$ cat src/verilog/icache_pkg.sv
package icache_pkg;

    // cache geometry
    localparam int TAG_WIDTH      = 20;
    localparam int INDEX_WIDTH    = 8;
    localparam int OFFSET_WIDTH   = 4;
    localparam int WORD_WIDTH     = 32;
    localparam int WORDS_PER_LINE = 4;
    localparam int LINE_WIDTH     = WORD_WIDTH * WORDS_PER_LINE;
    localparam int WAY_NUM        = 2;
    localparam int LINE_NUM       = 1 << INDEX_WIDTH;

    typedef logic [TAG_WIDTH-1:0]                  tag_t;
    typedef logic [INDEX_WIDTH-1:0]                index_t;
    typedef logic [OFFSET_WIDTH-1:0]               offset_t;
    typedef logic [$clog2(WORDS_PER_LINE)-1:0]     word_sel_t;
    typedef logic [LINE_WIDTH-1:0]                 line_t;
    typedef logic [WORD_WIDTH-1:0]                 word_t;
    typedef logic [$clog2(WAY_NUM)-1:0]            way_t;
    typedef logic [WAY_NUM-1:0]                    way_vec_t;

    // request ops, bit 2 marks cache maintenance
    typedef enum logic [2:0] {
        OP_READ       = 3'd0,
        OP_CACOP_IDX0 = 3'd4,
        OP_CACOP_IDX1 = 3'd5,
        OP_CACOP_HIT  = 3'd6,
        OP_CACOP_NOP  = 3'd7
    } op_t;

    // memory read types
    typedef enum logic [2:0] {
        RD_WORD = 3'd2,
        RD_LINE = 3'd4
    } rd_type_t;

    typedef struct packed {
        op_t     op;
        tag_t    tag;
        index_t  index;
        offset_t offset;
        logic    uncached;
    } cache_req_t;

    typedef struct packed {
        rd_type_t            rd_type;
        logic [WORD_WIDTH-1:0] addr;
    } mem_rd_t;

endpackage

$ cat src/verilog/icache_refill_buffer.sv
module icache_refill_buffer (
    input  logic              clk,
    input  logic              resetn,
    input  logic              clear,
    input  logic              ret_valid,
    input  icache_pkg::word_t ret_data,
    output icache_pkg::line_t line
);

    icache_pkg::word_sel_t beat_cnt;
    icache_pkg::line_t     partial;

    // merge the beat in flight so the full line shows on the last beat
    always_comb begin
        line = partial;
        if (ret_valid) begin
            line[beat_cnt*icache_pkg::WORD_WIDTH +: icache_pkg::WORD_WIDTH] = ret_data;
        end
    end

    always_ff @(posedge clk) begin
        if (!resetn) begin
            beat_cnt <= '0;
        end else if (clear) begin
            beat_cnt <= '0;
        end else if (ret_valid) begin
            beat_cnt <= beat_cnt + 1'b1;
        end
    end

    always_ff @(posedge clk) begin
        if (clear) begin
            partial <= '0;
        end else if (ret_valid) begin
            partial <= line;
        end
    end

endmodule

$ cat config.mk
export PLATFORM = sky130hd
export DESIGN_NAME = icache_refill_buffer
export DESIGN_NICKNAME = d
export VERILOG_FILES = /design/src/verilog/icache_pkg.sv /design/src/verilog/icache_refill_buffer.sv
export SDC_FILE = /design/constraint.sdc
export NUM_CORES = 1
export LEC_CHECK = 0
export BUFFER_PORTS_ARGS = -buffer_cell sky130_fd_sc_hd__buf_2
export CAP_MARGIN = 20
export CORE_MARGIN = 2
export CORE_UTILIZATION = 25
export DETAILED_ROUTE_END_ITERATION = 6
export GPL_TIMING_DRIVEN = 0
export PLACE_DENSITY = 0.56
export SYNTH_ARGS = -nofsm -noshare
export SYNTH_HDL_FRONTEND = slang
export SYNTH_SLANG_ARGS = --single-unit
$ cat constraint.sdc
create_clock -name clk -period 3.2 [get_ports clk]
set_input_delay 0.16 -clock clk [delete_from_list [all_inputs] [get_ports clk]]
set_output_delay 0.16 -clock clk [all_outputs]
set_load 0.1 [all_outputs]
**Word level (Yosys, flattened, before mapping)**

Index checks and enable logic that the tools add are counted.

- Add/subtract/negate cells: 2
- Shift operators: 2
- Multiplexer cells: 2
- Bitwise gates (word level): 1
- Reductions and logical operators: 1

Operators by type and width:

| kind | count |
|---|---|
| bitwise mux 128 bit | 1 |
| 2-to-1 mux 128 bit | 1 |
| variable shift 32 x 34 -> 128 bit (first input constant) | 1 |
| variable part select 32 x 34 -> 128 bit | 1 |
| negation 7 -> 34 bit | 1 |
| adder 2 x 1 -> 2 bit (second input constant) | 1 |
| OR reduction 2 bit | 1 |
| inverter 1 bit | 1 |

- Register bits: 130
- Output and inout port bits: 128

**Logic depth before layout (Yosys ltp)**

Gate-level depths: netlist (run 1).

- Depth in word-level cells: 4
- Gate-level depth with buffers: 9
- Gate-level depth less buffers: 5

**Worst setup path after synthesis (run 1)**

Ideal clock, no wire load.

- Kind: register to output
- Start point: reg beat_cnt[0]
- End point: out line[73]
- Data arrival time: 2.424 ns
- Path slack: 0.616 ns
- Stages on the path, launching flop included: 8
- Path buffers: 2
- Path through: dfxtp_1 buf_4 inv_1 ha_1 nand2_4 nor4_4 buf_6 a22o_1

- Longest elaborated chain between the ends: 4

Ends and longest elaborated chain:

| element | line | source |
|---|---|---|
| start, declared | icache_refill_buffer.sv:10 | `icache_pkg::word_sel_t beat_cnt;` |
| start signal, assigned | icache_refill_buffer.sv:27 | `beat_cnt <= beat_cnt + 1'b1;` |
| negation 7 -> 34 bit * | icache_refill_buffer.sv:17 | `line[beat_cnt*icache_pkg::WORD_WIDTH +: icache_pkg::WORD_WIDTH] = ret_data;` |
| variable part select 32 x 34 -> 128 bit or variable shift 32 x 34 -> 128 bit (tied branches) | icache_refill_buffer.sv:17 |  |
| bitwise mux 128 bit * | icache_refill_buffer.sv:17 |  |
| 2-to-1 mux 128 bit * | icache_refill_buffer.sv:16 | `if (ret_valid) begin` |
| end, declared | icache_refill_buffer.sv:7 | `output icache_pkg::line_t line` |

Mark *: on every way between the ends. The rest lies on a longest branch, timed or not.

**Final worst setup path (run 1)**

- Start point: reg beat_cnt[0]
- End point: out line[117]

The elaborated chain is that of the path after synthesis.

==> results.toml, run 1 <==
[status]
status = "complete, no violations"

[power]
p_total_uw = 4230
power_density_mw_per_mm2 = 558
p_int_uw = 2990
seqPwrFrac_pct = 39.3
cellLeakagePower_uw = 0.00372
p_sw_share_pct = 29.4
vdd_drop_max_v = 0.000329
power_frac_comb_pct = 15.2
p_sw_uw = 1240
pwr-share-clk_pct = 45.5

[detailed_routing]
wirelength_mm = 19.6
vias_per_cell = 4.89
top_layer = "met4"
drc = 0
post_drt_wl_per_cell_microns = 18.8
wl_met1_mm = 9.15
drtIter0Drc = 252
dr_wl_met3_mm = 1.05
routed-wl-met2_mm = 9.06
firstDrtPassIters = 5
ant_nets = 0
vias = 5087

[setup_path]
reg2reg_depth = 7
crit_chain = "buf_4, inv_1, ha_1, and3b_1, clkbuf_2, buf_4, clkbuf_4, a32oi_1, inv_1, buf_4"
cpMaxStageDelayCell = "ha_1"
rr_startpoint = "beat_cnt[0]"
cpPeakStageDelay_ns = 0.39
crit_path_start = "beat_cnt[0]"
endpoint_kind = "output pin"
worstPathRequired_ns = 3.04
crit_fanout = 10
critPathLaunchType = "register"
reg2reg_slack_ns = 0.86
cp_common_cell = "buf_4"
r2r-end = "partial[27]"
crit_end = "line[117]"
cp.arrival_ns = 2.91
crit_type = "reg2out"

[die]
fp.dieH_microns = 153
initial_core_util_pct = 25.4
boundaryPins = 164
core_area_sq_mm = 0.0218
die_x_microns = 153
die-area_sq_mm = 0.0234
rows = 54

[grt]
grt_max_degree = 17
grt_pass1_vias = 4946
antenna_found_initial = 0
gr-total-overflow = 0
grt_pass1_wl_mm = 29.6
track_usage_pct = 16.5

[timing]
skew_ns = 0.00513
fin_crit_ns = 3.07
hold_viol_final = 0
worst_hold_slack_ns = 0.0160
max_slew_margin_pct = 56.6
max_freq_mhz = 326
period_share_pct = 95.9
tightest_slew_ns = 0.651
final_max_slew_viol_count = 0
setup_viol = 0

[clock_tree]
tritoncts = "done"
cts_root_buf = "clkbuf_16"
cts-buffers-inserted = 17
htree_levels = 4
worstSkewPairLatency_ns = 0.42
cts.path.max_buffers = 2
clk_pin_slew_ns = 0.06
cts_sinks = 130
cts_hold_buf = 0

[synthesis]
synth.distinct_cells = 28
yosysWarnings = 0
netlist_area_sq_mm = 0.00555
yosysSeqAreaShare_pct = 46.9
syn_avg_cell_area_sq_um = 9.81
syn_inst = 565
synth_fp_nets = 606
ys_ff_latch = 130

[hold_path]
hold_class = "in2reg"

[placed_design]
place_congestion = 0.769
port_buffers = 162
hpwl_mm = 14.0

[finish]
fillers = 2266
final_net_count = 790
antenna_cells = 0
drive_gt1_share_pct = 30.4
areaGrowthSynthToFinish_pct = 36.8

[flow_run]
maxCapViolations = 0
synth_stat cells:
library cell	n	area [sq um]
and3_1	1	6.26
nand4_1	1	6.26
buf_1	4	15.0
nor4_4	1	21.3
nor3_2	1	10.0
nor3b_2	1	12.5
xnor2_1	1	8.76
buf_6	7	78.8
nand4b_1	1	8.76
nor2_1	58	218
a32o_1	39	390
nand2b_1	2	12.5
clkbuf_2	1	5.00
ha_1	5	62.6
dfxtp_1	130	2600
buf_4	4	30.0
nand2_1	7	26.3
a21oi_1	3	15.0
a22o_1	95	832
and2_1	8	50.1
nand2_4	1	11.3
or4_1	1	7.51
and3b_1	1	8.76
clkbuf_1	25	93.8
nor2b_1	32	200
buf_2	20	100
a32oi_1	56	490
inv_1	59	221
cells by family (layout without fill, tap and decap cells):
group           Yosys count  in the layout  synth area share (%)
flops                   130            130                  46.9
xor+xnor                  1              1                 0.158
buf+inv                 120            316                  9.81
simple gates            116            116                  10.8
fa+ha+maj                 5              5                  1.13
compound gates          193            193                  31.2
cells in the final DEF (no fill, tap or decap), drive strengths merged, types with 3 or more instances in the layout:
cell type / count
a32oi: 56
clkinvlp: 3
inv: 59
ha: 5
dfxtp: 130
nor2b: 32
nor2: 58
nand2: 8
clkinv: 4
buf: 159
a32o: 39
a22o: 95
clkbuf: 89
a21oi: 3
and2: 8
metal layers:
layer,up-vias,global-route usage (%)
met5,-,0
met4,0,4.98
met3,21,3.83
met2,165,26.3
met1,2439,22.4
li1,2462,-
registers in the layout, indices dropped and copies added (netlist names):
name	flops
beat_cnt	2
partial	128
layout make-up:
type	count	area [sq um]	area share, %
Multi-Input combinational cell	315	2410	31.7
Inverter	59	221	2.92
Clock inverter	9	106	1.40
Tap cell	280	350	4.62
Buffer	60	335	4.42
Timing Repair Buffer	166	1090	14.3
Sequential cell	130	2600	34.3
Clock buffer	22	474	6.25
through the flow:
| stage | instances | area [sq um] | setup slack (ns) | setup TNS [ns] | util (%) |
|---|---|---|---|---|---|
| floorplan | 565 | 5550 | 0.616 | 0 | - |
| global placement | 1007 | 6710 | 0.316 | 0 | 30.7 |
| detailed placement | 1007 | 6710 | 0.325 | 0 | 30.7 |
| CTS | 1042 | 7370 | 0.00221 | 0 | 33.8 |
| global route | 1041 | 7580 | -0.0259 | -0.0822 | 34.7 |
| finish | 1041 | 7580 | 0.130 | 0 | 34.7 |
power by group through the flow:
| stage | clock [uW] | sequential [uW] | combinational, uW |
|---|---|---|---|
| floorplan | 0 | 1690 | 466 |
| global placement | 0 | 1700 | 621 |
| detailed placement | 0 | 1700 | 621 |
| CTS | 1960 | 1660 | 624 |
| global route | 2040 | 1660 | 670 |
| finish | 1930 | 1660 | 643 |
timing repair:
item                                    4_1_cts  5_1_grt
endpoints found under the setup margin       65       74
gates resized for setup                      22       95
buffers inserted                              4        0
hold endpoints to repair                      0        0
pin swaps                                     1        0
worst max-delay path, delay by kind of cell (launching register included):
family | cells | cell delay, ns
buf+inv | 7 | 1.37
fa+ha+maj | 1 | 0.39
simple gates | 1 | 0.24
flops | 1 | 0.36
compound gates | 1 | 0.13
worst min-delay path by stage:
stage,startpoint,endpoint,slack [ns],cells after the start
2_1_floorplan,ret_data[0],partial[0],0.29,1
3_3_place_gp,resetn,beat_cnt[0],0.45,3
3_5_place_dp,resetn,beat_cnt[1],0.46,3
4_1_cts,resetn,beat_cnt[1],0.01,3
5_1_grt,resetn,beat_cnt[1],0.02,3
6_report,resetn,beat_cnt[1],0.02,3
Note: power is estimated with default switching activity, not from simulation.
==> run 2: changes to the inputs <==
- HOLD_SLACK_MARGIN: not set -> 0.02
==> results.toml, run 2 (synthesized netlist as in run 1, its figures left out) <==
[die]
boundaryPins = 164
rows = 54
fp.dieH_microns = 153
die-area_sq_mm = 0.0234
die_x_microns = 153
initial_core_util_pct = 25.4
core_area_sq_mm = 0.0218

[grt]
use_met2_pct = 26.4
grt_max_degree = 17
met3_usage_pct = 3.83
gr-total-overflow = 0
grt_pass1_vias = 4952
antenna_found_initial = 0
grt.met1_usage_pct = 22.4
top_usage_layer = "met2"
track_usage_pct = 16.5
grt_pass1_wl_mm = 29.6

[finish]
layout_common_cells = "dfxtp_1 (130), buf_2 (100), a22o_1 (95)"
antenna_cells = 0
final_cells = 1042
final_core_util_pct = 34.8
largest_reg_flops = 128
reg_top3 = "partial: 128 flops, beat_cnt: 2 flops"
drive_gt1_share_pct = 30.3
final_net_count = 791
areaGrowthSynthToFinish_pct = 36.9
mostFrequentLayoutCell = "dfxtp_1"
largest_register = "partial"

[detailed_routing]
drtIter0Drc = 272
vias_per_cell = 4.88
ant_nets = 0
wirelength_mm = 19.6
firstDrtPassIters = 5
drc = 0
post_drt_wl_per_cell_microns = 18.8
vias = 5087

[clock_tree]
tritoncts = "done"
cts.path.max_buffers = 2
cts_sinks = 130
cts-buffers-inserted = 17
cts_root_buf = "clkbuf_16"
clk_pin_slew_ns = 0.06
htree_levels = 4
worstSkewPairLatency_ns = 0.42

[timing]
final_max_slew_viol_count = 0
max_freq_mhz = 325
worst_hold_slack_ns = 0.0372
skew_ns = 0.00497
period_share_pct = 96.1
setup_tns_ns = 0
setup_viol = 0
tightest_slew_ns = 0.651
hold_viol_final = 0
fin_crit_ns = 3.07
max_slew_margin_pct = 56.6

[placed_design]
hpwl_mm = 14.0
dp.cells = 1007
place_congestion = 0.769
port_buffers = 162

[setup_path]
crit_path_start = "beat_cnt[0]"
critPathLaunchType = "register"
cp.arrival_ns = 2.91
crit_chain = "buf_4, inv_1, ha_1, and3b_1, clkbuf_2, buf_4, clkbuf_4, a32oi_1, inv_1, buf_4"
worstPathRequired_ns = 3.04
cp_common_cell = "buf_4"
cpMaxStageDelayCell = "ha_1"
crit_family = "buffers and inverters"
endpoint_kind = "output pin"
cpPeakStageDelay_ns = 0.39
crit_fanout = 10
crit_type = "reg2out"
path_buf_inv = 7
rr_startpoint = "beat_cnt[0]"

[hold_path]
hold_start = "ret_data[30]"
hold_class = "in2reg"

[flow_run]
maxCapViolations = 0

[power]
p_total_uw = 4230
cellLeakagePower_uw = 0.00373
power_density_mw_per_mm2 = 557
vdd_drop_max_v = 0.000329

[status]
status = "complete, no violations"
-- run 2: changes by cell type in the layout (fill, tap and decap cells not counted), sizes merged --
cell and delta:
dlygate4sd3 +1
-- run 2: timing repair --
| item | in CTS | in global routing |
|---|---|---|
| gates resized for setup | 22 | 95 |
| endpoints found under the hold margin | 2 | 0 |
| endpoints found under the setup margin | 65 | 74 |
| hold buffers | 1 | 0 |
| buffers inserted | 4 | 0 |
| pin swaps | 1 | 0 |
-- run 2: final timing paths --
check | slack (ns) | cells after the start | endpoint
worst max-delay path | 0.13 | 10 | line[117]
worst min-delay path | 0.04 | 2 | partial[30]
worst max register to register | 0.86 | 7 | partial[27]
worst min register to register | 0.48 | 2 | partial[80]
-- run 2: area by class of cell --
| cell class | count | area [sq um] |
|---|---|---|
| inverters | 59 | 221 |
| clock inverters | 9 | 106 |
| multi-input cells | 315 | 2410 |
| clock buffers | 22 | 474 |
| well taps | 280 | 350 |
| fillers | 2268 | 14200 |
| plain buffers | 60 | 335 |
| flip-flops and latches | 130 | 2600 |
| repair buffers | 167 | 1100 |
-- run 2: per-stage QoR --
stage                     area (sq um)  worst slack, ns
after detailed placement          6710            0.325
after CTS                         7380          0.00221
after global routing              7590          -0.0259
final                             7590            0.125
after floorplan                   5550            0.616
after global placement            6710            0.316
-- run 2: power breakdown --
part	leakage, uW	switching [uW]	internal [uW]
Combinational	0.00240	502	141
Sequential	0.00105	15.0	1650
Clock	0.000278	727	1200
Total	0.00373	1240	2990
-- run 2: per-layer routing --
layer	share of wire, %	wire [microns]
met5	0	0
met3	5.3	1050
met2	46	9090
met4	1.5	294
met1	47	9170
