$ cat config.mk
export PLATFORM = sky130hd
export DESIGN_NAME = icache_ctrl
export DESIGN_NICKNAME = d
export VERILOG_FILES = /design/src/verilog/icache_pkg.sv /design/src/verilog/icache_ctrl.sv
export SDC_FILE = /design/constraint.sdc
export NUM_CORES = 1
export LEC_CHECK = 0
export ABC_AREA = 1
export BUFFER_PORTS_ARGS = -buffer_cell sky130_fd_sc_hd__buf_2
export CAP_MARGIN = 20
export CELL_PAD_IN_SITES_DETAIL_PLACEMENT = 1
export CELL_PAD_IN_SITES_GLOBAL_PLACEMENT = 1
export CORE_AREA = 2 2 223 225
export CTS_CLUSTER_SIZE = 16
export DETAILED_ROUTE_END_ITERATION = 10
export DIE_AREA = 0 0 225 227
export PLACE_DENSITY_LB_ADDON = 0.25
export SLEW_MARGIN = 20
export SYNTH_ARGS = -nofsm -noshare
export SYNTH_HDL_FRONTEND = slang
export SYNTH_SLANG_ARGS = --single-unit
$ cat constraint.sdc
create_clock -name clk -period 3.6 [get_ports clk]
set_input_delay 0.72 -clock clk [delete_from_list [all_inputs] [get_ports clk]]
set_output_delay 0.72 -clock clk [all_outputs]
set_load 0.01 [all_outputs]
$ cat src/verilog/icache_pkg.sv
package icache_pkg;

    // cache geometry
    localparam int TAG_WIDTH      = 20;
    localparam int INDEX_WIDTH    = 8;
    localparam int OFFSET_WIDTH   = 4;
    localparam int WORD_WIDTH     = 32;
    localparam int WORDS_PER_LINE = 4;
    localparam int LINE_WIDTH     = WORD_WIDTH * WORDS_PER_LINE;
    localparam int WAY_NUM        = 2;
    localparam int LINE_NUM       = 1 << INDEX_WIDTH;

    typedef logic [TAG_WIDTH-1:0]                  tag_t;
    typedef logic [INDEX_WIDTH-1:0]                index_t;
    typedef logic [OFFSET_WIDTH-1:0]               offset_t;
    typedef logic [$clog2(WORDS_PER_LINE)-1:0]     word_sel_t;
    typedef logic [LINE_WIDTH-1:0]                 line_t;
    typedef logic [WORD_WIDTH-1:0]                 word_t;
    typedef logic [$clog2(WAY_NUM)-1:0]            way_t;
    typedef logic [WAY_NUM-1:0]                    way_vec_t;

    // request ops, bit 2 marks cache maintenance
    typedef enum logic [2:0] {
        OP_READ       = 3'd0,
        OP_CACOP_IDX0 = 3'd4,
        OP_CACOP_IDX1 = 3'd5,
        OP_CACOP_HIT  = 3'd6,
        OP_CACOP_NOP  = 3'd7
    } op_t;

    // memory read types
    typedef enum logic [2:0] {
        RD_WORD = 3'd2,
        RD_LINE = 3'd4
    } rd_type_t;

    typedef struct packed {
        op_t     op;
        tag_t    tag;
        index_t  index;
        offset_t offset;
        logic    uncached;
    } cache_req_t;

    typedef struct packed {
        rd_type_t            rd_type;
        logic [WORD_WIDTH-1:0] addr;
    } mem_rd_t;

endpackage

$ cat src/verilog/icache_ctrl.sv
module icache_ctrl (
    input  logic                   clk,
    input  logic                   resetn,
    input  logic                   valid,
    input  icache_pkg::cache_req_t req,
    output logic                   addr_ok,
    output logic                   data_ok,
    output icache_pkg::word_t      rdata,
    output logic                   rd_req,
    output icache_pkg::mem_rd_t    rd,
    input  logic                   rd_rdy,
    input  logic                   ret_valid,
    input  logic                   ret_last,
    input  icache_pkg::word_t      ret_data,
    output icache_pkg::index_t     read_index,
    output icache_pkg::index_t     req_index,
    output icache_pkg::tag_t       req_tag,
    input  icache_pkg::way_vec_t   hit_way,
    output logic                   fill_en,
    output icache_pkg::way_t       fill_way,
    output logic                   inval_en,
    output icache_pkg::way_t       inval_way,
    input  icache_pkg::line_t      way_line [icache_pkg::WAY_NUM],
    output icache_pkg::way_vec_t   data_we,
    input  icache_pkg::line_t      refill_line,
    output logic                   buffer_clear
);

    typedef enum logic [1:0] {
        ST_IDLE,
        ST_LOOKUP,
        ST_REFILL
    } state_t;

    state_t                 state;
    icache_pkg::cache_req_t req_q;
    logic                   rd_sent;
    icache_pkg::way_t       rr_ptr;
    logic                   lookup;
    logic                   refill;
    logic                   cacop;
    logic                   cached_hit;
    logic                   refill_done;
    icache_pkg::way_t       hit_id;
    icache_pkg::line_t      sel_line;
    icache_pkg::word_sel_t  word_sel;

    assign lookup      = state == ST_LOOKUP;
    assign refill      = state == ST_REFILL;
    assign cacop       = req_q.op != icache_pkg::OP_READ;
    assign cached_hit  = |hit_way && !req_q.uncached;
    assign refill_done = refill && ret_valid && ret_last;
    assign hit_id      = icache_pkg::way_t'(hit_way[1]);

    // accept when idle, or when the lookup in progress hits
    assign addr_ok    = valid && (state == ST_IDLE || (lookup && cached_hit));
    assign read_index = addr_ok ? req.index : req_q.index;
    assign req_index  = req_q.index;
    assign req_tag    = req_q.tag;

    always_ff @(posedge clk) begin
        if (addr_ok) begin
            req_q <= req;
        end
    end

    always_ff @(posedge clk) begin
        if (!resetn) begin
            state <= ST_IDLE;
        end else begin
            case (state)
                ST_IDLE: begin
                    if (addr_ok) begin
                        state <= ST_LOOKUP;
                    end
                end
                ST_LOOKUP: begin
                    if (addr_ok) begin
                        state <= ST_LOOKUP;
                    end else if (cacop || cached_hit) begin
                        state <= ST_IDLE;
                    end else begin
                        state <= ST_REFILL;
                    end
                end
                ST_REFILL: begin
                    if (refill_done) begin
                        state <= ST_IDLE;
                    end
                end
                default: state <= ST_IDLE;
            endcase
        end
    end

    // memory read, held until rd_rdy
    always_ff @(posedge clk) begin
        if (!resetn || !refill) begin
            rd_sent <= 1'b0;
        end else if (rd_rdy) begin
            rd_sent <= 1'b1;
        end
    end

    assign rd_req       = refill && !rd_sent;
    assign buffer_clear = rd_req;
    assign rd.rd_type   = req_q.uncached ? icache_pkg::RD_WORD : icache_pkg::RD_LINE;
    assign rd.addr      = req_q.uncached ? {req_q.tag, req_q.index, req_q.offset}
                                         : {req_q.tag, req_q.index, {icache_pkg::OFFSET_WIDTH{1'b0}}};

    // round robin victim, untouched by uncached reads
    always_ff @(posedge clk) begin
        if (!resetn) begin
            rr_ptr <= '0;
        end else if (fill_en) begin
            rr_ptr <= rr_ptr + 1'b1;
        end
    end

    assign fill_en  = refill_done && !req_q.uncached;
    assign fill_way = rr_ptr;
    assign data_we  = fill_en ? icache_pkg::way_vec_t'(1) << rr_ptr : '0;

    // maintenance acts during lookup
    assign inval_en = lookup && (req_q.op == icache_pkg::OP_CACOP_IDX0
                              || req_q.op == icache_pkg::OP_CACOP_IDX1
                              || (req_q.op == icache_pkg::OP_CACOP_HIT && |hit_way));
    assign inval_way = req_q.op == icache_pkg::OP_CACOP_HIT ? hit_id
                                                            : icache_pkg::way_t'(req_q.offset[0]);

    assign data_ok = (lookup && !cacop && cached_hit) || refill_done;

    assign sel_line = lookup ? way_line[hit_id] : refill_line;
    assign word_sel = req_q.offset[icache_pkg::OFFSET_WIDTH-1:2];
    assign rdata    = req_q.uncached ? ret_data
                    : sel_line[word_sel*icache_pkg::WORD_WIDTH +: icache_pkg::WORD_WIDTH];

endmodule

# ---- Word level (Yosys, flattened, before mapping)
# Cells that the tools add are included.
dict set report totals {
  elab_cells 61
  reg_bits 40
  ram_bits 0
  out_inout_bits 113
  inputBits 460
  rom_bits 0
  latchBits 0
  memories 0
}
dict set report classes {
  add_sub_neg 1
  n_lt_le_gt_ge 1
  div 0
  mux 15
  n_eq_ne 7
  n_mul 0
  n_shift 2
  reduce_logical 26
  bitwise_logic 1
}
# op count
set ops {}
lappend ops {{128-bit 2-to-1 mux} 4}
lappend ops {{128-bit by 8-bit variable part select with 32-bit output} 1}
lappend ops {{32-bit 2-to-1 mux} 1}
lappend ops {{1-bit logical AND} 11}
lappend ops {{2-bit 2-to-1 mux} 5}
lappend ops {{3-bit equality test (second input constant)} 3}
lappend ops {{8-bit 2-to-1 mux} 1}
lappend ops {{1-bit logical OR} 6}
lappend ops {{2-bit case mux with 3 select lines} 1}
lappend ops {{1-bit logical NOT} 5}
lappend ops {{4-bit 2-to-1 mux} 1}
lappend ops {{3-bit 2-to-1 mux} 1}
lappend ops {{3-bit nonzero test} 1}
lappend ops {{2-bit by 1-bit equality test with 1-bit output (second input constant)} 1}
lappend ops {{2-bit equality test (second input constant)} 1}
lappend ops {{2-bit greater-or-equal comparator (second input constant)} 1}
lappend ops {{2-bit logical NOT} 1}
lappend ops {{2-bit by 1-bit inequality test with 1-bit output (second input constant)} 1}
lappend ops {{2-bit inequality test (second input constant)} 1}
lappend ops {{1-bit NOT with 2-bit output} 1}
lappend ops {{2-bit AND reduction} 1}
lappend ops {{2-bit OR reduction} 1}
lappend ops {{1-bit by 1-bit left shift with 2-bit output (first input constant)} 1}
lappend ops {{1-bit adder (second input constant)} 1}
lappend ops {{1-bit 2-to-1 mux} 1}

# ---- Longest topological paths before layout
# Gate-level depths: netlist of run 1.
dict set report logic_depth {
  depth_word 7
  ltp_mapped 11
  depth_no_buf 9
}

# ---- Worst setup path after synthesis of run 1
# No wires, ideal clock.
dict set report synth_path {
  path_kind {input to output}
  from {input hit_way[1]}
  to {output read_index[0]}
  path_buffers 0
  path_slack_ns 1.025
  path_stages 7
  arrival_time_ns 1.855
  required_time_ns 2.880
  path_cell_list {or2_2 > nand2_1 > nand2_1 > nand3_2 > inv_2 > nand2_1 > nand2_1}
}
dict set report synth_between {
  elab_chain_cells 6
}
# element line_no
set synth_lines {}
lappend synth_lines {{start, declared} icache_ctrl.sv:18} ;# input icache_pkg::way_vec_t hit_way,
lappend synth_lines {{2-bit OR reduction} icache_ctrl.sv:51} ;# assign cached_hit = |hit_way && !req_q.uncached;
lappend synth_lines {{1-bit logical AND} icache_ctrl.sv:51}
lappend synth_lines {{1-bit logical AND} icache_ctrl.sv:56} ;# assign addr_ok = valid && (state == ST_IDLE || (lookup && cached_hit));
lappend synth_lines {{1-bit logical OR} icache_ctrl.sv:56}
lappend synth_lines {{1-bit logical AND} icache_ctrl.sv:56}
lappend synth_lines {{named net addr_ok} icache_ctrl.sv:6} ;# output logic addr_ok,
lappend synth_lines {{8-bit 2-to-1 mux} icache_ctrl.sv:57} ;# assign read_index = addr_ok ? req.index : req_q.index;
lappend synth_lines {{end, declared} icache_ctrl.sv:15} ;# output icache_pkg::index_t read_index,
# The timed path passes the listed nets, and every way through them passes these cells.

# ---- Worst setup path in the final report of run 1
dict set report layout_path {
  from {input hit_way[1]}
  to {output rdata[24]}
}
dict set report layout_between {
  elab_chain_cells 7
}
# element line_no
set layout_lines {}
lappend layout_lines {{1-bit NOT with 2-bit output (not written as such)} icache_ctrl.sv:133} ;# assign sel_line = lookup ? way_line[hit_id] : refill_line;
lappend layout_lines {{128-bit 2-to-1 mux (not written as such) (3 in series)} icache_ctrl.sv:133}
lappend layout_lines {{128-bit 2-to-1 mux} icache_ctrl.sv:133}
lappend layout_lines {{128-bit by 8-bit variable part select with 32-bit output} icache_ctrl.sv:136} ;# : sel_line[word_sel*icache_pkg::WORD_WIDTH +: icache_pkg::WORD_WIDTH];
lappend layout_lines {{32-bit 2-to-1 mux} icache_ctrl.sv:135} ;# assign rdata = req_q.uncached ? ret_data
lappend layout_lines {{end, declared} icache_ctrl.sv:8} ;# output icache_pkg::word_t rdata,
# No other way between the ends. The select of a mux whose other input is x is not followed.

==> results of run 1 <==
-- flip-flops by register name, indices dropped and copies added, names as in the netlist --
signal	flops
req_index	8
state	2
req_q	8
fill_way	1
rd_sent	1
req_tag	20
-- through the flow --
step	hold slack (ns)	std cells	cell area (um^2)	total power, mW	setup slack (ns)
2_1_floorplan	0.4522	1311	6681	1.150	1.025
3_3_place_gp	0.4716	2388	9773	1.669	0.4323
3_5_place_dp	0.4824	2388	9773	1.678	0.4622
4_1_cts	0.4977	2396	9915	2.139	0.4582
5_1_grt	0.5375	2403	9932	2.271	0.3314
6_report	0.4963	2408	9945	2.097	0.4893
-- layout by cell type (no fill, tap or decap) --
master,Yosys,layout
nand3_2,1,1
diode_2,0,12
conb_1,1,1
o21ai_1,1,1
inv_2,6,4
or2_2,20,20
buf_12,0,8
clkinvlp_4,0,1
nand2_4,0,1
nand2_1,580,580
nor2_1,72,72
o21ai_0,34,34
nor4_2,1,1
clkbuf_16,0,5
clkbuf_1,14,1
buf_4,64,18
buf_2,53,570
nand3_1,163,163
edfxtp_1,36,36
a31o_2,1,1
a21oi_1,65,65
clkinv_2,0,1
inv_1,171,171
inv_4,0,2
dfxtp_1,4,4
or2_0,13,13
-- metal layers --
layer,track usage,up-vias,part of all wire
met3,0.03420,31,0.068
met4,0.03247,6,0.0099
met5,0,-,0.00094
met1,0.2085,4459,0.44
li1,-,4867,-
met2,0.2885,342,0.48
-- path summary, 6_finish.rpt --
check                            endpoint  slack (ns)  cells after the start
worst max-delay path            rdata[24]        0.49                     12
worst min-delay path              rd_sent        0.50                      2
worst max register to register  req_q[33]        1.78                      6
worst min register to register    rd_sent        0.50                      2
-- cell type report --
class	instances	area share
sequential	40	0.1168
antenna	12	0.003020
clock inverter	2	0.001258
inverter	177	0.06731
tap	622	0.07826
multi-input combinational	953	0.4039
timing repair buffer	596	0.3166
clock buffer	6	0.01296
-- worst max-delay path, stage by stage --
cell and delay, ns:
buf_4 0.11, buf_12 0.30, buf_4 0.39, nor2_1 0.09
nor2_1 0.09, nand2_1 0.07, nand3_1 0.07, nand2_1 0.15
nand2_1 0.10, nand2_1 0.06, nand2_1 0.08, buf_2 0.12
-- cells by family after synthesis --
kind of cell           after synthesis  synth area share
AND/OR/NAND/NOR                    851            0.5236
AO/OA/AOI/OAI                      101           0.07622
other                                1         0.0005613
flip-flops                          40            0.1738
buffers and inverters              318            0.2258
-- report_power, final --
part           total, mW  switching [mW]  internal (mW)
Sequential         0.560          0.0204          0.539
Clock              0.452           0.195          0.256
Combinational       1.09           0.637          0.448
Total               2.10           0.853           1.24
==> run_results.csv, run 1 <==
group,metric,value,unit
setup_path,r2r-start,"req_q[0]",
placed_design,dp_hpwl,35.65,mm
synth,synth_top_cells_by_area,"nand2_1 33%, edfxtp_1 16%, nand3_1 12%",
timing,worstMarginPinSlew,0.6347,ns
power_and_ir_drop,power_density,210.8,mW/mm^2
route,drc,0,
global_route,grt_pass1_vias,10178,
setup_path,startpoint_type,"input pin",
timing,fmax,321.5,MHz
final_layout,final_nets,2233,
synth,ys.flop_type,"edfxtp_1",
global_route,antenna_found_initial,20,
floorplanning,start_util,0.1376,
synth,syn_nets,1771,
timing,relSlewSlack,0.5762,
floorplanning,dieArea,0.05108,mm^2
synth,synth_edf_count,36,
setup_path,critical_path_class,"in -> out",
floorplanning,ios,573,
hold_path,min_from,"rd_sent",
clock_network,clock_latency,0.30,ns
clock_network,cts_tree,"done",
route,detail_route.first_pass.iterations,4,
timing,tns,0,ns
route,vias,9705,
clock_network,clock_sinks,40,
clock_network,cts.clk_slew.worst_paths,0.06,ns
synth,syn_area_per_cell,5.096,um^2
floorplanning,fp-row-count,81,
placed_design,gp_congestion,0.8524,
timing,period_share,0.8641,
final_layout,multi_input_area,0.004016,mm^2
placed_design,io_buffers,571,
clock_network,cts_made_buffers,5,
timing,fin_crit,3.111,ns
job,drv_cap,0,
floorplanning,fp.dieH,227,um
synth,ys_types,23,
status,outcome,"finished, final reports clean",
hold_path,hold_class,"reg -> reg",
timing,setup_viol,0,
clock_network,cts-resized-gates,0,
final_layout,seq_area,0.001161,mm^2
synth,yosysWarnings,0,
global_route,grt_pass1_wl,62.82,mm
synth,ys_seq_area_frac,0.1738,
route,avgRoutedWirePerCell,18.17,um
timing,hold_viol_final,0,
synth,syn_area,0.006681,mm^2
synth,synth_top_area_frac,0.3258,
clock_network,clockRootBuffer,"clkbuf_16",
power_and_ir_drop,p_leak,5.961,nW
global_route,grt_use_total,0.1646,
final_layout,filler_cell_count,6446,
synth,synth_common_cells,"580 x nand2_1, 171 x inv_1, 163 x nand3_1",
clock_network,cts_setup_buffers,0,
setup_path,critPathCaptureType,"output port",
synth,synthMostInstantiatedCell,"nand2_1",
final_layout,drive_above_1_share,0.3568,
synth,yosys.area.top_type,"nand2_1",
timing,slew_violations,0,
clock_network,clockBufferDepth,2,
power_and_ir_drop,vdd_drop_max,255.5,uV
setup_path,worstPathRequired,2.88,ns
route,ant_nets,0,
global_route,grt_max_degree,72,
route,drt_iter0_drc,289,
floorplanning,core_area,0.04855,mm^2
timing,rsz0062_at_grt,"no",
setup_path,path_max_fanout,65,
timing,finClkSkew,0.007041,ns
synth,synthCells,1311,
global_route,grt-ovfl-total,0,
clock_network,hold_buffers,0,
floorplanning,die_width,225,um
final_layout,final_util,0.2049,
route,wl,43.75,mm
clock_network,htree_levels,2,
route,avgViaCountPerCell,4.030,
setup_path,crit_arrival,2.39,ns
setup_path,startpoint,"hit_way[1]",
final_layout,area_growth_syn_to_layout,48.84,%
synth,synth_async_sr_flop_share,0,
synth,synth_seq_cells,40,
(Power assumes the default switching activity.)
==> run 2: changes to the inputs <==
- REMOVE_ABC_BUFFERS: unset -> 1
==> run 2 against run 1 <==
Critical path depth is 2 lower. Flip-flop and latch count unchanged. Via count about the same. Global-route usage shrank 1.3 points. Clock power increased by 15%. Worst hold slack worse by 0.0017 ns. First-iteration DRC count grew 22%. Cell area about the same. Maximum frequency is 1.1% lower. Sequential power is essentially flat. Sequential share of layout area hardly changed. Critical endpoint is now read_index[1]. Largest cell class unchanged. Highest routed layer unchanged.
==> run_results.csv, run 2 (same netlist as run 1, synthesis figures left out) <==
group,metric,value,unit
route,ant_nets,0,
power_and_ir_drop,power_frac_clock,0.244,
final_layout,mostFrequentLayoutCell,"nand2_1",
global_route,grt_pass1_vias,10236,
final_layout,largest_register_ffs,20,
timing,rsz0062_at_grt,"no",
timing,setup_slack,0.4534,ns
hold_path,holdPathEnd,"rd_sent",
clock_network,clockBufferDepth,2,
floorplanning,start_util,0.1376,
global_route,grt-ovfl-total,0,
clock_network,clock_sinks,40,
hold_path,hold_depth,2,
clock_network,cts.clk_slew.worst_paths,0.06,ns
floorplanning,die_width,225,um
final_layout,final_nets,2229,
hold_path,hold_class,"reg -> reg",
clock_network,cts_tree,"done",
final_layout,drive_above_1_share,0.3559,
final_layout,design_area,0.009937,mm^2
setup_path,worstPathRequired,2.88,ns
power_and_ir_drop,switchingPower,0.8199,mW
global_route,grt_max_degree,98,
timing,fmax,317.8,MHz
timing,setup_viol,0,
hold_path,min_from,"rd_sent",
clock_network,cts_made_buffers,5,
timing,finClkSkew,0.005511,ns
setup_path,critPathCaptureType,"output port",
setup_path,r2r_end,"req_tag[12]",
global_route,grt_use_total,0.1515,
clock_network,clockRootBuffer,"clkbuf_16",
setup_path,r2r-start,"req_q[0]",
setup_path,critical_path_class,"in -> out",
floorplanning,core_area,0.04855,mm^2
global_route,grt_pass1_wl,59.55,mm
timing,slew_violations,0,
power_and_ir_drop,p_int,1.313,mW
floorplanning,ios,573,
clock_network,hold_buffers,0,
floorplanning,fp.dieH,227,um
setup_path,rr_worst_depth,6,
setup_path,startpoint_type,"input pin",
placed_design,io_buffers,571,
route,drt_iter0_drc,352,
timing,hold_viol_final,0,
final_layout,area_growth_syn_to_layout,48.73,%
route,drc,0,
power_and_ir_drop,p_sw_frac,0.3843,
timing,worstMarginPinSlew,0.7455,ns
placed_design,gp_congestion,0.8794,
final_layout,final_util,0.2047,
final_layout,layout_common_cells,"580 x nand2_1, 570 x buf_2, 171 x inv_1, 163 x nand3_1, 72 x nor2_1",
power_and_ir_drop,p_leak,5.955,nW
setup_path,rrSetupSlack,1.20,ns
power_and_ir_drop,p_comb_frac,0.493,
global_route,antenna_found_initial,16,
clock_network,cts-resized-gates,0,
timing,fin_crit,3.147,ns
placed_design,post-place-ws,0.4521,ns
clock_network,cts_setup_buffers,0,
job,drv_cap,0,
timing,relSlewSlack,0.5030,
power_and_ir_drop,vdd_drop_max,256.1,uV
status,outcome,"finished, final reports clean",
floorplanning,fp-row-count,81,
route,wl,40.68,mm
power_and_ir_drop,p_seq_frac,0.263,
placed_design,placed_area,0.009743,mm^2
setup_path,path_max_fanout,62,
power_and_ir_drop,power_density,214.7,mW/mm^2
route,vias,9699,
timing,period_share,0.8741,
route,detail_route.first_pass.iterations,4,
placed_design,dp_hpwl,32.95,mm
clock_network,htree_levels,2,
clock_network,clock_latency,0.29,ns
floorplanning,dieArea,0.05108,mm^2
setup_path,crit_arrival,2.43,ns
route,avgViaCountPerCell,4.040,
route,avgRoutedWirePerCell,16.94,um
-- run 2: cell types whose count changed in the layout (fill, tap and decap cells not counted) --
| cell | delta |
|---|---|
| bufinv_16 | +1 |
| clkinv_2 | -1 |
| clkbuf_1 | -1 |
| diode_2 | -3 |
| inv_6 | +1 |
| buf_4 | -4 |
-- run 2: through the flow --
| stage | hold WS (ns) | power (mW) | std cells | setup TNS (ns) |
|---|---|---|---|---|
| 6_report | 0.4946 | 2.133 | 2401 | 0 |
| 5_1_grt | 0.5471 | 2.299 | 2397 | 0 |
| 4_1_cts | 0.4970 | 2.176 | 2392 | 0 |
| 3_5_place_dp | 0.4813 | 1.645 | 2384 | 0 |
| 3_3_place_gp | 0.4703 | 1.639 | 2384 | 0 |
| 2_1_floorplan | 0.4522 | 1.057 | 1170 | -26.60 |
-- run 2: worst max-delay path by stage --
stage | startpoint | end | slack [ns] | cells after the start
2_1_floorplan | req_q[3] | rdata[10] | -1.10 | 7
3_3_place_gp | hit_way[1] | read_index[5] | 0.52 | 10
3_5_place_dp | hit_way[1] | read_index[0] | 0.45 | 10
4_1_cts | hit_way[1] | read_index[0] | 0.44 | 10
5_1_grt | hit_way[1] | read_index[1] | 0.31 | 10
6_report | hit_way[1] | read_index[1] | 0.45 | 10
-- run 2: worst max-delay path, stage by stage --
cell	delay (ns)
buf_4	0.13
buf_12	0.26
or2_2	0.20
nand2_1	0.07
nand2_1	0.10
nand3_2	0.18
inv_2	0.36
nand2_1	0.11
nand2_1	0.09
buf_2	0.13
-- run 2: layout make-up --
type	count	area [um^2]
Sequential cell	40	1161
Antenna cell	9	22.52
Inverter	177	669.4
Clock inverter	3	46.29
Clock buffer	5	125.1
Tap cell	622	778.2
Fill cell	6484	38610
Multi-Input combinational cell	953	4016
Timing Repair Buffer	592	3118
-- run 2: power by group through the flow --
stage               Combinational (mW)  Clock (mW)  Sequential (mW)
finish                            1.05       0.520            0.562
global route                      1.19       0.544            0.565
global placement                  1.07           0            0.573
floorplan                        0.443           0            0.613
CTS                               1.08       0.534            0.563
detailed placement                1.07           0            0.570
-- run 2: metal layers --
metal | global-route usage | part of all wire | vias up
met5 | 0 | 0.0024 | -
li1 | - | - | 4855
met4 | 0.03439 | 0.012 | 14
met3 | 0.02878 | 0.065 | 35
met2 | 0.2918 | 0.52 | 345
met1 | 0.1710 | 0.40 | 4450
